==> config.mk <==
export PLATFORM = sky130hd
export DESIGN_NAME = pixel_scanner
export DESIGN_NICKNAME = d
export VERILOG_FILES = /design/src/hex_lcd_pkg.sv /design/src/pixel_scanner.sv
export SDC_FILE = /design/constraint.sdc
export NUM_CORES = 1
export LEC_CHECK = 0
export BUFFER_PORTS_ARGS = -buffer_cell sky130_fd_sc_hd__buf_4
export CORE_MARGIN = 2
export CORE_UTILIZATION = 39
export DETAILED_ROUTE_END_ITERATION = 8
export HOLD_SLACK_MARGIN = 0.03
export PLACE_DENSITY_LB_ADDON = 0.05
export SETUP_SLACK_MARGIN = 0.15
export SYNTH_ARGS = -nofsm -noshare
export SYNTH_HDL_FRONTEND = slang
export SYNTH_SLANG_ARGS = --single-unit
export TNS_END_PERCENT = 100
==> constraint.sdc <==
create_clock -name clk -period 2.9 [get_ports clk]
set_input_delay 0.29 -clock clk [delete_from_list [all_inputs] [get_ports clk]]
set_output_delay 0.29 -clock clk [all_outputs]
set_load 0.05 [all_outputs]
==> src/hex_lcd_pkg.sv <==
package hex_lcd_pkg;

    localparam int DATA_BITS      = 128;
    localparam int DIGITS_PER_ROW = 8;
    localparam int GLYPH_W        = 6;   // 5 pixel glyph + 1 spacer column
    localparam int GLYPH_H        = 8;
    localparam int SCREEN_W       = 48;
    localparam int SCREEN_H       = 32;

    localparam logic [7:0] CMD_RAMWR = 8'h2C;

    // rgb565
    localparam logic [15:0] FG_COLOR = 16'hFFFF;
    localparam logic [15:0] BG_COLOR = 16'h001F;

    // 5x7 hex font with row 0 in the top bits and row 7 left blank
    function automatic logic [4:0] glyph_row(input logic [3:0] nibble, input logic [2:0] row);
        logic [34:0] g;
        case (nibble)
            4'h0:    g = 35'b01110_10001_10011_10101_11001_10001_01110;
            4'h1:    g = 35'b00100_01100_00100_00100_00100_00100_01110;
            4'h2:    g = 35'b01110_10001_00001_00010_00100_01000_11111;
            4'h3:    g = 35'b11111_00010_00100_00010_00001_10001_01110;
            4'h4:    g = 35'b00010_00110_01010_10010_11111_00010_00010;
            4'h5:    g = 35'b11111_10000_11110_00001_00001_10001_01110;
            4'h6:    g = 35'b00110_01000_10000_11110_10001_10001_01110;
            4'h7:    g = 35'b11111_00001_00010_00100_01000_01000_01000;
            4'h8:    g = 35'b01110_10001_10001_01110_10001_10001_01110;
            4'h9:    g = 35'b01110_10001_10001_01111_00001_00010_01100;
            4'hA:    g = 35'b01110_10001_10001_10001_11111_10001_10001;
            4'hB:    g = 35'b11110_10001_10001_11110_10001_10001_11110;
            4'hC:    g = 35'b01110_10001_10000_10000_10000_10001_01110;
            4'hD:    g = 35'b11100_10010_10001_10001_10001_10010_11100;
            4'hE:    g = 35'b11111_10000_10000_11110_10000_10000_11111;
            default: g = 35'b11111_10000_10000_11110_10000_10000_10000; // F
        endcase
        if (row == 3'd7)
            return 5'b00000; // descender row stays empty
        return g[34 - 5 * row -: 5];
    endfunction

endpackage

==> src/pixel_scanner.sv <==
`timescale 1ns/1ps

module pixel_scanner #(
    parameter int LANES = 4
) (
    input  logic                               clk,
    input  logic                               rst_n,
    input  logic [hex_lcd_pkg::DATA_BITS-1:0]  data,
    input  logic                               grp_ready,
    output logic                               grp_valid,
    output logic [7:0]                         grp_x,
    output logic [7:0]                         grp_y,
    output logic                               grp_first,
    output logic                               grp_last,
    output logic [hex_lcd_pkg::DATA_BITS-1:0]  frame_data
);

    localparam logic [7:0] X_STEP = 8'(LANES);
    localparam logic [7:0] X_LAST = 8'(hex_lcd_pkg::SCREEN_W - LANES);
    localparam logic [7:0] Y_LAST = 8'(hex_lcd_pkg::SCREEN_H - 1);

    logic grp_xfer;
    logic load_frame;

    assign grp_xfer = grp_valid && grp_ready;

    // counters at 0,0 mean the first group of a new frame is being loaded
    assign load_frame = !grp_valid || (grp_xfer && grp_last);

    assign grp_first = (grp_x == 8'd0) && (grp_y == 8'd0);
    assign grp_last  = (grp_x == X_LAST) && (grp_y == Y_LAST);

    // raster walk with x stepping by LANES before y moves on
    always_ff @(posedge clk)
    begin
        if (!rst_n)
        begin
            grp_valid <= 1'b0;
            grp_x     <= 8'd0;
            grp_y     <= 8'd0;
        end
        else
        begin
            grp_valid <= 1'b1; // a group is always available
            if (grp_xfer)
            begin
                if (grp_x == X_LAST)
                begin
                    grp_x <= 8'd0;
                    if (grp_y == Y_LAST)
                        grp_y <= 8'd0; // wrap to next frame
                    else
                        grp_y <= grp_y + 8'd1;
                end
                else
                begin
                    grp_x <= grp_x + X_STEP;
                end
            end
        end
    end

    // word is frozen for the whole frame so the picture never tears
    always_ff @(posedge clk)
    begin
        if (load_frame)
            frame_data <= data;
    end

endmodule

### Word-level counts from Yosys, hierarchy flattened

Index checks and enable logic that the tools add are counted.

* bits in registers: 145
* logic and storage cells: 20
* output and inout bits: 147
* bits of input ports: 131

* equal/unequal tests: 2
* multiplexer cells: 3
* $add $sub $neg: 2
* reduce and logical (&&, ||, !) cells: 9

Operator list (number)
* logical NOT 8 bit: 2
* 2-to-1 mux 8 bit: 2
* adder 8 x 1 -> 8 bit, second input constant: 1
* adder 8 x 3 -> 8 bit, second input constant: 1
* == test 8 x 5 -> 1 bit, second input constant: 1
* == test 8 x 6 -> 1 bit, second input constant: 1
* logical AND 1 bit: 4
* AND reduction 2 bit: 1
* logical NOT 1 bit: 1
* logical OR 1 bit: 1
* 2-to-1 mux 1 bit: 1

### Logic depth before layout (Yosys ltp)

* depth after elaboration: 4
* mapped depth: 6
* mapped depth without buffers: 5

### Worst setup path before layout

No wires, ideal clock.

* path type: flip-flop to flip-flop
* start: register grp_y[1]
* end: register frame_data[0] (netlist bit), enable pin
* library setup time: 436 ps
* required time: 2464 ps
* slack: -1243 ps
* arrival: 3707 ps
* cell stages (with the launch flop): 6
* period minus slack after synthesis: 4143 ps
* path buffers: 0
* cells stage by stage: dfxtp_1 ha_1 and4_1 nand2_1 nor2_1 a21bo_2

* longest elaborated chain between the ends: 4

Ends and longest elaborated chain
* start: declaration: RTL line pixel_scanner.sv:12 `output logic [7:0] grp_y,`
* start signal: assignment: RTL line pixel_scanner.sv:53 `grp_y <= grp_y + 8'd1;`
* == test 8 x 5 -> 1 bit: RTL line pixel_scanner.sv:31 `assign grp_last = (grp_x == X_LAST) && (grp_y == Y_LAST);`
* logical AND 1 bit: RTL line pixel_scanner.sv:31
* named net grp_last: RTL line pixel_scanner.sv:14 `output logic grp_last,`
* logical AND 1 bit: RTL line pixel_scanner.sv:28 `assign load_frame = !grp_valid || (grp_xfer && grp_last);`
* logical OR 1 bit: RTL line pixel_scanner.sv:28
* named net load_frame: RTL line pixel_scanner.sv:23 `logic load_frame;`
* end signal: assignment: RTL line pixel_scanner.sv:67 `frame_data <= data;`
* end: declaration: RTL line pixel_scanner.sv:15 `output logic [hex_lcd_pkg::DATA_BITS-1:0] frame_data`

The timed path passes the listed nets, and every way through them passes these cells.
A chain may end at the register's enable or synchronous reset.

### Worst setup path in the final report

* start: register grp_y[0]
* end: output grp_first

* longest elaborated chain between the ends: 2

Ends and longest elaborated chain
* logical NOT 8 bit: RTL line pixel_scanner.sv:30 `assign grp_first = (grp_x == 8'd0) && (grp_y == 8'd0);`
* logical AND 1 bit: RTL line pixel_scanner.sv:30
* end: declaration: RTL line pixel_scanner.sv:13 `output logic grp_first,`

Every way passes these cells.

==> run metrics <==
post-CTS sizing 0; PnR Total Power 0.005067 W; initial DRC count 219; endpoints failing hold 0; Synth Instances 222; first-pass GRT wire length 17040 um; peak supply drop 438.1 uV; Remaining DRCs 20; critical path fanouts, max 4; Net Sw Power 0.001220 W; Comb power frac 13.9%; largest net degree at the start of global routing 72; skew final 0.004285 ns; Peak Freq 0.5138 GHz; total vias in the final route 3083; Final nets 651; max cap viols 0; CTS tree done; FILL cells 859; Post-Syn Area 4649 um^2; Internal 0.003847 W; Yosys reg bits 143; CP startpoint kind flip-flop; wire per inst 17.48 um; global placement routability congestion 0.8775; Synth top area share 82.67%; final setup fails 0; DIE HEIGHT 113.2 um; Ant. Diodes 0; Post-Syn Area per Cell 20.94 um^2; Crit. End Element output port; Hold-fix buffers, CTS 0; Vias per Instance 4.588; Starting Density 40.37%; Pwr per Cell Area 675.5 nW/um^2; Die Width 113.2 um; PortBufs 275; CTS Sinks 143; failing checks DRC; vias in the first global route 3074; Boundary Pins 278; final WL 11750 um; worst path arrival time 1.66 ns; switch share 24.07%; Clock Pin Slew Worst Setup and Hold Paths 0.06 ns; initial antenna violation count 0; total gr overflow 0; status complete, but fails checks; Reg power frac 47.2%; row cnt 39; critical path class flip-flop to output port; Final min period 1.946 ns; CTS Buf Count 17; Core Box Area 11520 um^2; post-CTS setup buffers 0; H-tree levels 4; ratio of final minimum period to clock period 67.11%; die area 12810 um^2; worst skew pair latency 0.40 ns; clock buffer depth 2; Root Driver clkbuf_16; leakage power 3.192 nW; worst hold-check path type input pin to flip-flop; leading area contributor after synthesis edfxtp_1; Max Slew Vio Count 0; Synth cell types 29; DRT Pass-1 Iters 6; Final ANT Viol Nets 0; worst hold slack 0.06124 ns; ratio of cells with drive above 1 in the final layout 59.74%; Clk pwr share 38.9%; dpl hpwl 8930 um; Ys Warns 0; setup TNS 0 ns; Final Util 65.13%; RSZ-0062 raised after global routing false; sequential element share of the synthesized area 89.13%; Synth-to-Final Area Change 61.33%; CP required 2.61 ns; top cells by area, synth edfxtp_1 (83%), dfxtp_1 (6.5%), ha_1 (1.1%); GRT Util Overall 18.06%
==> through the flow <==
step | std cells | setup slack, ns | cell area (um^2)
2_1_floorplan | 223 | 0.1564 | 4698
3_3_place_gp | 640 | 1.077 | 6962
3_5_place_dp | 640 | 1.070 | 6962
4_1_cts | 672 | 0.9370 | 7501
5_1_grt | 672 | 0.8154 | 7501
6_report | 672 | 0.9538 | 7501
==> sequential cells by signal, summed over array words and instances, names as in the netlist <==
name / flops
frame_data: 128
grp_valid: 1
grp_x: 6
grp_y: 8
==> per-layer routing <==
metal,global-route usage (%),vias to the layer above,share of wire [%]
met2,30.50,157,53
li1,-,1440,-
met5,0,-,0
met3,8.677,12,11
met4,6.098,0,1.3
met1,20.11,1474,35
==> final timing paths <==
| check | from | endpoint | slack, ns | cells past startpoint |
|---|---|---|---|---|
| setup / recovery | grp_y[0] | grp_first | 0.95 | 5 |
| hold / removal | data[48] | frame_data[48] | 0.06 | 1 |
| setup reg to reg | grp_y[0] | frame_data[69] | 1.04 | 6 |
| hold reg to reg | grp_x[3] | grp_x[3] | 0.51 | 2 |
==> critical path, stage by stage (launching register included) <==
cell and delay [ns]:
dfxtp_4 0.36, inv_1 0.09, ha_1 0.17, nand3_1 0.08, nor4_1 0.29, buf_4 0.26
==> cell families (layout without fill, tap and decap cells) <==
logic type / count (synthesis) / after routing / synth area share [%]
AO/OA/AOI/OAI: 9 / 9 / 1.318
AND/OR/NAND/NOR: 49 / 49 / 5.948
adder cells (fa/ha/maj): 4 / 4 / 1.076
other: 1 / 2 / 0.08065
XOR/XNOR: 9 / 9 / 1.695
buffers and inverters: 7 / 313 / 0.7532
flip-flops: 143 / 143 / 89.13
==> synthesized netlist by cell type <==
cell type    n
nand2_4      1
and2_1       5
conb_1       1
a311oi_1     1
nor3_1       4
o21ai_1      1
edfxtp_1   128
a21boi_0     2
ha_1         4
xnor2_1      4
a21oi_1      3
dfxtp_1     15
nor2_1       8
nand3_1      8
nor2b_1      2
and4b_1      1
nor3b_4      1
a21bo_2      1
nor4_1       1
o31ai_1      1
clkbuf_2     1
or4_1        1
xor2_1       5
and4_1       1
buf_4        2
nand2_1      8
nand4_1      5
inv_1        4
and3_1       3
==> layout by cell type (no fill, tap or decap), types with 3 or more instances in the layout <==
cell         n
a21oi_1      3
buf_4      275
xor2_1       5
inv_1        4
nor2_1       7
nand2_1      8
and3_1       3
nand4_1      5
edfxtp_1   128
clkbuf_1     5
clkbuf_16   17
nand3_1      8
clkinv_1     4
and2_1       5
clkinv_2     4
xnor2_1      4
dfxtp_1      4
dfxtp_2      9
nor3_1       4
ha_1         3
==> power by group through the flow <==
| stage | clock [W] | combinational [W] | sequential (W) |
|---|---|---|---|
| finish | 0.00197 | 0.000703 | 0.00239 |
| global route | 0.00212 | 0.000727 | 0.00240 |
| CTS | 0.00202 | 0.000708 | 0.00239 |
| detailed placement | 0 | 0.000708 | 0.00243 |
| global placement | 0 | 0.000703 | 0.00243 |
| floorplan | 0 | 0.0000465 | 0.00278 |
==> area by class of cell <==
cell class	instances	area, um^2	area share, %
Sequential cell	143	4163	55.50
Timing Repair Buffer	277	2105	28.06
Multi-Input combinational cell	73	500.5	6.672
Clock buffer	22	444.2	5.922
Tap cell	143	178.9	2.385
Clock inverter	10	95.09	1.268
Inverter	4	15.01	0.2002
No activity file was read; power rests on OpenSTA's default activity.
