## config.mk

```make
export PLATFORM = sky130hd
export DESIGN_NAME = lcd_spi_streamer
export DESIGN_NICKNAME = d
export VERILOG_FILES = /design/src/hex_lcd_pkg.sv /design/src/lcd_spi_streamer.sv
export SDC_FILE = /design/constraint.sdc
export NUM_CORES = 1
export LEC_CHECK = 0
export BUFFER_PORTS_ARGS = -buffer_cell sky130_fd_sc_hd__buf_2
export CAP_MARGIN = 30
export CORE_ASPECT_RATIO = 0.6
export CORE_MARGIN = 1
export CORE_UTILIZATION = 50
export DETAILED_ROUTE_END_ITERATION = 16
export GPL_TIMING_DRIVEN = 0
export HOLD_SLACK_MARGIN = 0.15
export PLACE_DENSITY = 0.69
export SKIP_LAST_GASP = 1
export SYNTH_ARGS = -nofsm -noshare
export SYNTH_HDL_FRONTEND = slang
export SYNTH_SLANG_ARGS = --single-unit
```

## constraint.sdc

```tcl
create_clock -name clk -period 4.7 [get_ports clk]
set_input_delay 0.235 -clock clk [delete_from_list [all_inputs] [get_ports clk]]
set_output_delay 0.235 -clock clk [all_outputs]
set_load 0.05 [all_outputs]
```

## src/hex_lcd_pkg.sv

```systemverilog
package hex_lcd_pkg;

    localparam int DATA_BITS      = 128;
    localparam int DIGITS_PER_ROW = 8;
    localparam int GLYPH_W        = 6;   // 5 pixel glyph + 1 spacer column
    localparam int GLYPH_H        = 8;
    localparam int SCREEN_W       = 48;
    localparam int SCREEN_H       = 32;

    localparam logic [7:0] CMD_RAMWR = 8'h2C;

    // rgb565
    localparam logic [15:0] FG_COLOR = 16'hFFFF;
    localparam logic [15:0] BG_COLOR = 16'h001F;

    // 5x7 hex font with row 0 in the top bits and row 7 left blank
    function automatic logic [4:0] glyph_row(input logic [3:0] nibble, input logic [2:0] row);
        logic [34:0] g;
        case (nibble)
            4'h0:    g = 35'b01110_10001_10011_10101_11001_10001_01110;
            4'h1:    g = 35'b00100_01100_00100_00100_00100_00100_01110;
            4'h2:    g = 35'b01110_10001_00001_00010_00100_01000_11111;
            4'h3:    g = 35'b11111_00010_00100_00010_00001_10001_01110;
            4'h4:    g = 35'b00010_00110_01010_10010_11111_00010_00010;
            4'h5:    g = 35'b11111_10000_11110_00001_00001_10001_01110;
            4'h6:    g = 35'b00110_01000_10000_11110_10001_10001_01110;
            4'h7:    g = 35'b11111_00001_00010_00100_01000_01000_01000;
            4'h8:    g = 35'b01110_10001_10001_01110_10001_10001_01110;
            4'h9:    g = 35'b01110_10001_10001_01111_00001_00010_01100;
            4'hA:    g = 35'b01110_10001_10001_10001_11111_10001_10001;
            4'hB:    g = 35'b11110_10001_10001_11110_10001_10001_11110;
            4'hC:    g = 35'b01110_10001_10000_10000_10000_10001_01110;
            4'hD:    g = 35'b11100_10010_10001_10001_10001_10010_11100;
            4'hE:    g = 35'b11111_10000_10000_11110_10000_10000_11111;
            default: g = 35'b11111_10000_10000_11110_10000_10000_10000; // F
        endcase
        if (row == 3'd7)
            return 5'b00000; // descender row stays empty
        return g[34 - 5 * row -: 5];
    endfunction

endpackage

```

## src/lcd_spi_streamer.sv

```systemverilog
`timescale 1ns/1ps

module lcd_spi_streamer #(
    parameter int COLOR_BITS = 16,
    parameter int LANES      = 4
) (
    input  logic                          clk,
    input  logic                          rst_n,
    input  logic [LANES-1:0]              px_valid,
    input  logic [LANES*COLOR_BITS-1:0]   px_color,
    input  logic                          px_first,
    input  logic                          px_last,
    output logic                          px_ready,
    output logic                          lcd_csn,
    output logic                          lcd_sclk,
    output logic                          lcd_mosi,
    output logic                          lcd_dc
);

    localparam int PIX_BITS = LANES * COLOR_BITS;
    localparam int MSB      = PIX_BITS - 1;
    localparam int CNT_W    = $clog2(PIX_BITS > 8 ? PIX_BITS : 8);

    localparam logic [CNT_W-1:0] PIX_LAST = CNT_W'(PIX_BITS - 1);
    localparam logic [CNT_W-1:0] CMD_LAST = CNT_W'(7);
    localparam logic [1:0]       GAP_LAST = 2'd3; // csn high for 4 cycles

    typedef enum logic [1:0] {
        S_IDLE,
        S_CMD,
        S_PIXELS,
        S_GAP
    } state_t;

    state_t             state;
    logic               phase;     // 0 sclk low, 1 sclk high
    logic [CNT_W-1:0]   bit_cnt;
    logic [1:0]         gap_cnt;
    logic               last_flag;
    logic [7:0]         cmd_sr;
    logic [PIX_BITS-1:0] pix_sr;
    logic [PIX_BITS-1:0] group_word;
    logic               accept;

    // lane 0 ends up in the top bits, so it leaves first
    always_comb
    begin
        for (int i = 0; i < LANES; i++)
            group_word[(LANES - 1 - i) * COLOR_BITS +: COLOR_BITS] =
                px_color[i * COLOR_BITS +: COLOR_BITS];
    end

    // ready in idle, and on the very last cycle of a group or gap so frames run back to back
    assign px_ready = (state == S_IDLE)
                   || (state == S_PIXELS && phase && bit_cnt == PIX_LAST && !last_flag)
                   || (state == S_GAP && gap_cnt == GAP_LAST);
    assign accept = px_ready && (&px_valid);

    always_ff @(posedge clk)
    begin
        if (!rst_n)
        begin
            state     <= S_GAP; // csn idles high for one gap before the first frame
            phase     <= 1'b0;
            bit_cnt   <= '0;
            gap_cnt   <= 2'd0;
            last_flag <= 1'b0;
            lcd_csn   <= 1'b1;
            lcd_sclk  <= 1'b0;
            lcd_mosi  <= 1'b0;
            lcd_dc    <= 1'b0;
        end
        else if (accept)
        begin
            phase     <= 1'b0;
            bit_cnt   <= '0;
            last_flag <= px_last;
            lcd_csn   <= 1'b0;
            lcd_sclk  <= 1'b0;
            if (px_first)
            begin
                state    <= S_CMD; // ramwr ahead of the frame
                lcd_mosi <= hex_lcd_pkg::CMD_RAMWR[7];
                lcd_dc   <= 1'b0;
            end
            else
            begin
                state    <= S_PIXELS;
                lcd_mosi <= group_word[MSB];
                lcd_dc   <= 1'b1;
            end
        end
        else
        begin
            case (state)
                S_CMD, S_PIXELS:
                begin
                    phase    <= !phase;
                    lcd_sclk <= !phase;
                    if (phase)
                    begin
                        bit_cnt <= bit_cnt + 1'b1;
                        if (state == S_CMD && bit_cnt == CMD_LAST)
                        begin
                            state    <= S_PIXELS;
                            bit_cnt  <= '0;
                            lcd_mosi <= pix_sr[MSB];
                            lcd_dc   <= 1'b1;
                        end
                        else if (state == S_PIXELS && bit_cnt == PIX_LAST)
                        begin
                            if (last_flag)
                            begin
                                state    <= S_GAP; // end of frame
                                gap_cnt  <= 2'd0;
                                lcd_csn  <= 1'b1;
                                lcd_mosi <= 1'b0;
                                lcd_dc   <= 1'b0;
                            end
                            else
                            begin
                                state <= S_IDLE; // lanes ran dry, hold the line
                            end
                        end
                        else
                        begin
                            lcd_mosi <= (state == S_CMD) ? cmd_sr[7] : pix_sr[MSB];
                        end
                    end
                end
                S_GAP:
                begin
                    if (gap_cnt == GAP_LAST)
                        state <= S_IDLE;
                    else
                        gap_cnt <= gap_cnt + 2'd1;
                end
                default:
                begin
                    state <= S_IDLE;
                end
            endcase
        end
    end

    // shift registers hold the bits still to send
    always_ff @(posedge clk)
    begin
        if (accept)
        begin
            cmd_sr <= {hex_lcd_pkg::CMD_RAMWR[6:0], 1'b0};
            pix_sr <= px_first ? group_word : group_word << 1;
        end
        else if (phase)
        begin
            if (state == S_CMD)
                cmd_sr <= cmd_sr << 1;
            if (state == S_PIXELS || (state == S_CMD && bit_cnt == CMD_LAST))
                pix_sr <= pix_sr << 1;
        end
    end

endmodule

```

* Word level (Yosys, flattened, before mapping)
Index checks and enable logic that the tools add are counted. Widths: inputs -> output; s select.
Word-level totals: flip-flop bits (word level) 84, bits in latches 0, RAM bits 0, ROM bits 0, input bits 72, output and inout bits 5, word-level logic and storage cells 101, memories kept 0
Cells by class: $add $sub $neg 2, multipliers 0, divide/modulo/power cells 0, $lt $le $gt $ge 0, eq/ne operators 16, shift-type cells 0, muxes and demuxes 39, bitwise gates (word level) 2, reductions and logical operators 32
Operators with widths (number):
- $mux 64 | 4
- $mux 2 | 12
- $mux 1 | 20
- $ne 2x2->1 const B | 6
- $reduce_bool 2->1 | 6
- $ne 4x4->1 const B | 2
- $pmux 2 s2 | 2
- $reduce_and 4->1 | 2
- $logic_and 1x1->1 | 7
- $reduce_and 7->1 | 1
- $add 6x1->6 const B | 1
- $eq 2x2->1 const B | 3
- $eq 6x3->1 const B | 1
- $eq 6x6->1 const B | 1
- $mux 6 | 1
- $reduce_and 2->1 | 3
- $reduce_and 3->1 | 2
- $reduce_bool 3->1 | 2
- $reduce_and 5->1 | 1
- $reduce_or 2->1 | 2
- $logic_or 1x1->1 | 3
- $ne 3x2->1 const B | 1
- $ne 3x3->1 const B | 1
- $add 2x1->2 const B | 1
- 4 further kinds | 6

* Logic depth before layout (Yosys ltp)
Gate-level depths: netlist of the first run.
depth in word-level cells 9, gate-level depth with buffers 9, mapped depth without buffers 7

* Worst setup path after synthesis of the first run
No wires, ideal clock.
kind register -> register, start point reg state[0], end point reg pix_sr[0] (enable), setup time 424 ps, data arrival time 3047 ps, data required time 4276 ps, setup slack 1230 ps, stages on the path, launching flop included 9, path buffers 2, period minus slack after synthesis 3470 ps, cells stage by stage dfxtp_1 > inv_1 > ha_1 > and4_4 > a41o_4 > nand2_1 > buf_2 > buf_2 > nand2_1
On the way: word-level cells in the longest chain between the ends 9, elaborated cells between the ends (all ways) 16, classes of those cells eq/ne (3); reduce/logical (13)
Ends and longest elaborated chain:
- start, declared | RTL line lcd_spi_streamer.sv:35 | state_t state;
- start signal, assigned | RTL line lcd_spi_streamer.sv:63 | state <= S_GAP;
- start signal, assigned | RTL line lcd_spi_streamer.sv:82 | state <= S_CMD;
- start signal, assigned | RTL line lcd_spi_streamer.sv:88 | state <= S_PIXELS;
- $eq 2x2->1 | RTL line lcd_spi_streamer.sv:55 | || (state == S_PIXELS && phase && bit_cnt == PIX_LAST && !last_flag)
- $logic_and 1x1->1 (3 in a row) | RTL line lcd_spi_streamer.sv:55
- $logic_or 1x1->1 | RTL line lcd_spi_streamer.sv:55
- $logic_or 1x1->1 * | RTL line lcd_spi_streamer.sv:56 | || (state == S_GAP && gap_cnt == GAP_LAST);
- via px_ready | RTL line lcd_spi_streamer.sv:13 | output logic px_ready,
- $logic_and 1x1->1 * | RTL line lcd_spi_streamer.sv:57 | assign accept = px_ready && (&px_valid);
- $reduce_bool 2->1 (no line)
- $reduce_and 2->1 (no line) *
- end signal, assigned | RTL line lcd_spi_streamer.sv:152 | pix_sr <= px_first ? group_word : group_word << 1;
- end signal, assigned | RTL line lcd_spi_streamer.sv:159 | pix_sr <= pix_sr << 1;
- end, declared | RTL line lcd_spi_streamer.sv:41 | logic [PIX_BITS-1:0] pix_sr;
The timed path passes the listed nets; every way through them passes the cells marked *. A chain may end at the register's enable or synchronous reset.

* Final worst setup path of the first run
start point reg state[1], end point reg pix_sr[1] (enable)
On the way: word-level cells in the longest chain between the ends 9, elaborated cells between the ends (all ways) 16, classes of those cells eq/ne (3); reduce/logical (13)
Ends and longest elaborated chain (RTL line):
- $eq 2x2->1 | lcd_spi_streamer.sv:55, lcd_spi_streamer.sv:158
- $logic_and 1x1->1 (3 in a row) | lcd_spi_streamer.sv:55
- $logic_or 1x1->1 | lcd_spi_streamer.sv:55
- $logic_or 1x1->1 | lcd_spi_streamer.sv:56
- $logic_and 1x1->1 | lcd_spi_streamer.sv:57
- $reduce_bool 2->1 (no line)
- $reduce_and 2->1 (no line) *
Every way passes the cells marked *; elsewhere a longest branch is shown, timed or not.

==> results of run 1 <==
-- registers in the layout, summed over array words and instances, names as in the netlist --
register and count:
cmd_sr 5, last_flag 1, state 2, bit_cnt 6
lcd_csn 1, lcd_dc 1, lcd_mosi 1, gap_cnt 2
pix_sr 64, phase 1
-- how the worst max path moves through the flow --
stage	endpoint	start	slack (ps)
after global placement	pix_sr[12]	state[0]	240
after CTS	pix_sr[1]	state[0]	1630
after floorplan	pix_sr[0]	state[0]	1230
after global routing	pix_sr[51]	state[0]	1450
after detailed placement	pix_sr[11]	state[0]	1660
final	pix_sr[1]	state[1]	1650
-- where the power goes --
part / leakage, nW / switching (mW) / internal, mW
Sequential: 0.741 / 0.0359 / 0.884
Clock: 0.149 / 0.281 / 0.439
Combinational: 1.37 / 0.259 / 0.183
-- cell usage in the layout, fill, tap and decap left out, types with 3 or more instances in the layout --
cell and count:
and3_1 3, nor3_1 4, nor2_1 6, clkbuf_1 16, dfxtp_1 20, ha_1 6
nand2_1 89, buf_2 86, edfxtp_1 64, xor2_1 3, a21oi_1 8, clkbuf_16 9
inv_1 5, o21ai_0 69, mux2i_1 66, nand3_1 9, and2_1 3, a211oi_1 6
nor2b_1 3
-- worst max-delay path, cell delays in order, from the launching register on --
cell and delay [ps]:
dfxtp_1 330, inv_1 100, ha_1 160, buf_4 160
or4b_4 490, nor2_1 450, o21ai_0 270, nand2_4 670
-- metal layers --
layer | wire (um) | GRT usage (%) | part of all wire [%] | vias to the layer above
li1 | - | - | - | 1697
met1 | 4940 | 34.6 | 51 | 1600
met2 | 4040 | 30.3 | 42 | 113
met3 | 613 | 5.76 | 6.4 | 4
met4 | 57 | 5.76 | 0.59 | 0
met5 | 0 | 0 | 0 | -
-- cell families after synthesis --
| logic type | Yosys count | synth area share (%) |
|---|---|---|
| multiplexers | 66 | 15.0 |
| adder cells (fa/ha/maj) | 6 | 1.70 |
| AO/OA/AOI/OAI | 97 | 13.3 |
| XOR/XNOR | 5 | 0.994 |
| flip-flops | 84 | 52.7 |
| buffers and inverters | 34 | 3.63 |
| AND/OR/NAND/NOR | 127 | 12.7 |
-- final cells by class --
type / count / area, um^2
Clock buffer: 12 / 256
Multi-Input combinational cell: 301 / 1930
Buffer: 29 / 141
Inverter: 5 / 18.8
Fill cell: 707 / 3290
Tap cell: 112 / 140
Sequential cell: 84 / 2320
Timing Repair Buffer: 75 / 375
Clock inverter: 4 / 47.5
==> flow_metrics.env, run 1 <==
export IMPL_areaGrowthSynthToFinish_pct=18.8
export IMPL_fin_tns_setup_ps=0
export IMPL_synth_top_area_cell="edfxtp_1"
export IMPL_boundaryPins=77
export IMPL_coreArea_mm2=0.00852
export IMPL_die_w_um=123
export IMPL_netlist_area_leader_share_pct=43.6
export IMPL_diodes=0
export IMPL_min_path_type="in2reg"
export IMPL_synth_ff_type="edfxtp_1"
export IMPL_cts_sinks=84
export IMPL_reg2reg_depth=7
export IMPL_drt_initial_drc_count=321
export IMPL_ys_warn_count=0
export IMPL_grt_pass1_vias=2979
export IMPL_die_area_mm2=0.00921
export IMPL_htreeDepth=3
export IMPL_dpl_cell_count=606
export IMPL_synth_edff_count=64
export IMPL_dp_hpwl_um=6870
export IMPL_rows=26
export IMPL_synth_async_reset_ratio_pct=0
export IMPL_yosysMostFrequentCell="nand2_1"
export IMPL_antenna_found_initial=0
export IMPL_worst_setup_path_start_kind="flop"
export IMPL_ys_seq_area_share_pct=52.7
export IMPL_clkTransAtPathRegs_ps=60
export IMPL_cts_root_buf="clkbuf_16"
export IMPL_synth_area_top_cells="edfxtp_1 (44%), mux2i_1 (15%), dfxtp_1 (9.1%)"
export IMPL_netlist_cell_type_count=40
export IMPL_fin_crit_ps=3050
export IMPL_rsz0062_at_grt="false"
export IMPL_finalSetupViolations=0
export IMPL_synth_nets=497
export IMPL_r2r_end="pix_sr[1]"
export IMPL_synth_commonest_cells="nand2_1 (90), o21ai_0 (69), mux2i_1 (66), edfxtp_1 (64), dfxtp_1 (20)"
export IMPL_slew_headroom_pct=43.5
export IMPL_tightest_slew_ps=848
export IMPL_fin_crit_sh_pct=64.9
export IMPL_detail_route_wl_per_cell_um=15.5
export IMPL_hold_slack_ps=181
export IMPL_cap_violations=0
export IMPL_power_leakage_nw=2.26
export IMPL_holdPathEnd="last_flag"
export IMPL_synth_seq_cells=84
export IMPL_fin_cells=622
export IMPL_power_density_mw_per_mm2=398
export IMPL_hold_violations=0
export IMPL_post_cts_setup_buffers=0
export IMPL_clkLatencyLatePin_ps=340
export IMPL_cts_repair_resized=0
export IMPL_port_buffers=75
export IMPL_final_nets=583
export IMPL_setup_ws_ps=1650
export IMPL_drt_wl_total_um=9650
export IMPL_drive_gt1_share_pct=22.0
export IMPL_rrSetupSlack_ps=1650
export IMPL_syn_area_mm2=0.00441
export IMPL_initial_utilization_pct=51.7
export IMPL_worst_clock_skew_ps=6.68
export IMPL_ant_nets=0
export IMPL_dpl_cell_area_mm2=0.00493
export IMPL_hold_path_cell_count=3
export IMPL_dieHeight_um=74.7
export IMPL_drv_slew=0
export IMPL_grt_start_max_net_pins=65
export IMPL_syn_avg_cell_area_um2=10.5
export IMPL_synth_cells=419
export IMPL_clock_path_buffers=2
export IMPL_grt_overflow=0
export IMPL_outcome="finished clean"
export IMPL_worstReg2RegStart="state[1]"
export IMPL_ctsHoldBuffers=0
export IMPL_p_total_mw=2.08
export IMPL_worstPathArrival_ps=3010
export IMPL_track_usage_pct=22.2
export IMPL_cp_end_kind="flop"
export IMPL_vias_per_cell=5.49
export IMPL_min_from="px_last"
export IMPL_cts_made_buffers=9
export IMPL_drt_drc_violations_left=0
export IMPL_preCtsSetupSlack_ps=1660
export IMPL_cts_tree="done"
export IMPL_cp_data_required_time_ps=4660
export IMPL_finish_utilization_pct=61.4
export IMPL_timing_fmax_ghz=0.328
export IMPL_setup_worst_path_class="reg2reg"
export IMPL_finalWeightedCongestion=0.852
export IMPL_vdd_drop_max_mv=0.229
export IMPL_worstPathMaxFanout=64
export IMPL_grt_pass1_wl_um=15200
export IMPL_dr_pass1_iters=5
export IMPL_vias=3414
export IMPL_fin_area_mm2=0.00523
Power figures use the tool's default switching activity.
==> run 2: changes to the inputs <==
- PLACE_DENSITY: 0.69 -> 0.72
- clock period: 4.7 -> 2.5 ns (I/O delays scaled with it)
==> run 2 against run 1 <==
  * Hold slack got worse by 12 ps
  * Sequential power increased by 88%
  * Die area unchanged
  * Critical path type unchanged
==> flow_metrics.env, run 2 (synthesis gave the netlist of run 1 again) <==
export IMPL_slew_headroom_pct=50.2
export IMPL_largest_reg_flops=64
export IMPL_diodes=0
export IMPL_ant_nets=0
export IMPL_crit_buf_inv=3
export IMPL_hold_slack_ps=169
export IMPL_vias=3481
export IMPL_grt_use_met1_pct=34.3
export IMPL_intPower_mw=2.68
export IMPL_drt_initial_drc_count=434
export IMPL_power_switching_mw=1.09
export IMPL_met3_usage_pct=6.14
export IMPL_largest_register="pix_sr"
export IMPL_reg_top3="pix_sr x64, bit_cnt x6, cmd_sr x5"
export IMPL_mostFrequentLayoutCell="nand2_1"
export IMPL_worst_clock_skew_ps=4.95
export IMPL_grt_start_max_net_pins=17
export IMPL_grt_overflow=0
export IMPL_clockPowerShare_pct=31.1
export IMPL_grt_pass1_vias=3217
export IMPL_crit_family="simple AND/OR/NAND/NOR gates"
export IMPL_preCtsSetupSlack_ps=-354
export IMPL_fin_tns_setup_ps=0
export IMPL_cts_sinks=84
export IMPL_boundaryPins=77
export IMPL_clkLatencyLatePin_ps=340
export IMPL_tightest_slew_ps=747
export IMPL_grt_pass1_wl_um=15800
export IMPL_fin_crit_ps=2400
export IMPL_power_leakage_nw=2.30
export IMPL_seqPwrFrac_pct=45.9
export IMPL_min_path_type="in2reg"
export IMPL_power_density_mw_per_mm2=710
export IMPL_hold_violations=0
export IMPL_worst_setup_path_start_kind="flop"
export IMPL_cp_data_required_time_ps=2530
export IMPL_vias_per_cell=5.52
export IMPL_cts_made_buffers=9
export IMPL_swShare_pct=28.9
export IMPL_vdd_drop_max_mv=0.368
export IMPL_worstPathArrival_ps=2430
export IMPL_antenna_found_initial=0
export IMPL_cp_common_cell="nand2_2"
export IMPL_cp_end_kind="flop"
export IMPL_comb_power_share_pct=23.0
export IMPL_timing_fmax_ghz=0.416
export IMPL_track_usage_pct=23.4
export IMPL_fin_crit_sh_pct=96.1
export IMPL_post_cts_setup_buffers=0
export IMPL_dp_hpwl_um=6810
export IMPL_final_nets=592
export IMPL_crit_slowest_cell="dfxtp_1"
export IMPL_finalSetupViolations=0
export IMPL_port_buffers=75
export IMPL_cts_root_buf="clkbuf_16"
export IMPL_cp_slowest_stage_delay_ps=360
export IMPL_dieHeight_um=74.7
export IMPL_busiest_layer="met1"
export IMPL_areaGrowthSynthToFinish_pct=20.6
export IMPL_cp_cell_sequence="inv_1 > ha_1 > and4_4 > a41o_4 > nand2_2 > buf_4 > buf_8 > nand2_2"
export IMPL_drive_gt1_share_pct=22.5
export IMPL_die_area_mm2=0.00921
export IMPL_cts_tree="done"
export IMPL_met2_usage_pct=34.1
export IMPL_coreArea_mm2=0.00852
export IMPL_setup_ws_ps=97.7
export IMPL_outcome="finished clean"
export IMPL_nFillCells=719
export IMPL_drv_slew=0
export IMPL_die_w_um=123
export IMPL_initial_utilization_pct=51.7
export IMPL_dr_pass1_iters=5
export IMPL_worstPathMaxFanout=15
export IMPL_layout_common_cells="nand2_1 (88), buf_2 (84), o21ai_0 (68), mux2i_1 (66), edfxtp_1 (64)"
export IMPL_seq_area_mm2=0.00232
export IMPL_finalWeightedCongestion=0.859
export IMPL_rows=26
export IMPL_multi_input_area_mm2=0.00201
export IMPL_htreeDepth=3
export IMPL_setup_worst_path_class="reg2reg"
export IMPL_clock_path_buffers=2
export IMPL_drt_drc_violations_left=0
export IMPL_drt_wl_total_um=9930
export IMPL_cap_violations=0
export IMPL_detail_route_wl_per_cell_um=15.7
export IMPL_clkTransAtPathRegs_ps=60
-- run 2: cell count changes in the layout (fill, tap and decap cells not counted), sizes merged --
cell and change:
bufinv -1, nand2 +5, clkinv +2, dlygate4sd3 +4, clkinvlp -1
-- run 2: through the flow --
stage	instances	util (%)	power [mW]	instance area, um^2
6_report	631	62.3	3.77	5310
5_1_grt	631	62.3	3.96	5310
4_1_cts	629	62.0	3.79	5280
3_5_place_dp	606	57.9	2.59	4940
3_3_place_gp	606	57.9	2.55	4940
2_1_floorplan	419	-	2.36	4420
-- run 2: layer usage --
layer,routed length [um],up-vias
li1,-,1723
met1,4940,1622
met2,4160,126
met3,733,10
met4,101,0
met5,0,-
-- run 2: area by class of cell --
| cell class | count | share of cell area (%) |
|---|---|---|
| Inverter | 5 | 0.353 |
| Sequential cell | 84 | 43.7 |
| Timing Repair Buffer | 79 | 7.82 |
| Buffer | 29 | 2.90 |
| Clock inverter | 4 | 0.353 |
| Clock buffer | 12 | 4.45 |
| Tap cell | 112 | 2.64 |
| Multi-Input combinational cell | 306 | 37.8 |
-- run 2: path summary, 6_finish.rpt --
| check | from | end | slack, ps | cells after the start |
|---|---|---|---|---|
| setup / recovery | state[0] | pix_sr[45] | 100 | 8 |
| hold / removal | px_color[40] | pix_sr[25] | 170 | 3 |
| setup reg to reg | state[0] | pix_sr[45] | 100 | 8 |
| hold reg to reg | cmd_sr[3] | cmd_sr[3] | 450 | 2 |
-- run 2: power groups by stage --
| stage | Clock (mW) | Sequential, mW | Combinational, mW |
|---|---|---|---|
| after floorplan | 0 | 1.77 | 0.585 |
| after global placement | 0 | 1.75 | 0.799 |
| after detailed placement | 0 | 1.76 | 0.830 |
| after CTS | 1.20 | 1.73 | 0.857 |
| after global routing | 1.25 | 1.75 | 0.969 |
| final | 1.17 | 1.73 | 0.867 |
-- run 2: repair_timing --
item / 4_1_cts / 5_1_grt
cloned: 3 / 2
endpoints found under the setup margin: 64 / 64
hold endpoints to repair: 4 / 0
hold buffers: 4 / 0
pin swaps: 3 / 2
gates resized for setup: 7 / 4
-- run 2: worst reg2reg max path: stages (launching register included) --
cell and delay, ps:
dfxtp_1 360, inv_1 100, ha_1 280, and4_4 250, a41o_4 290, nand2_2 170
buf_4 230, buf_8 220, nand2_2 190
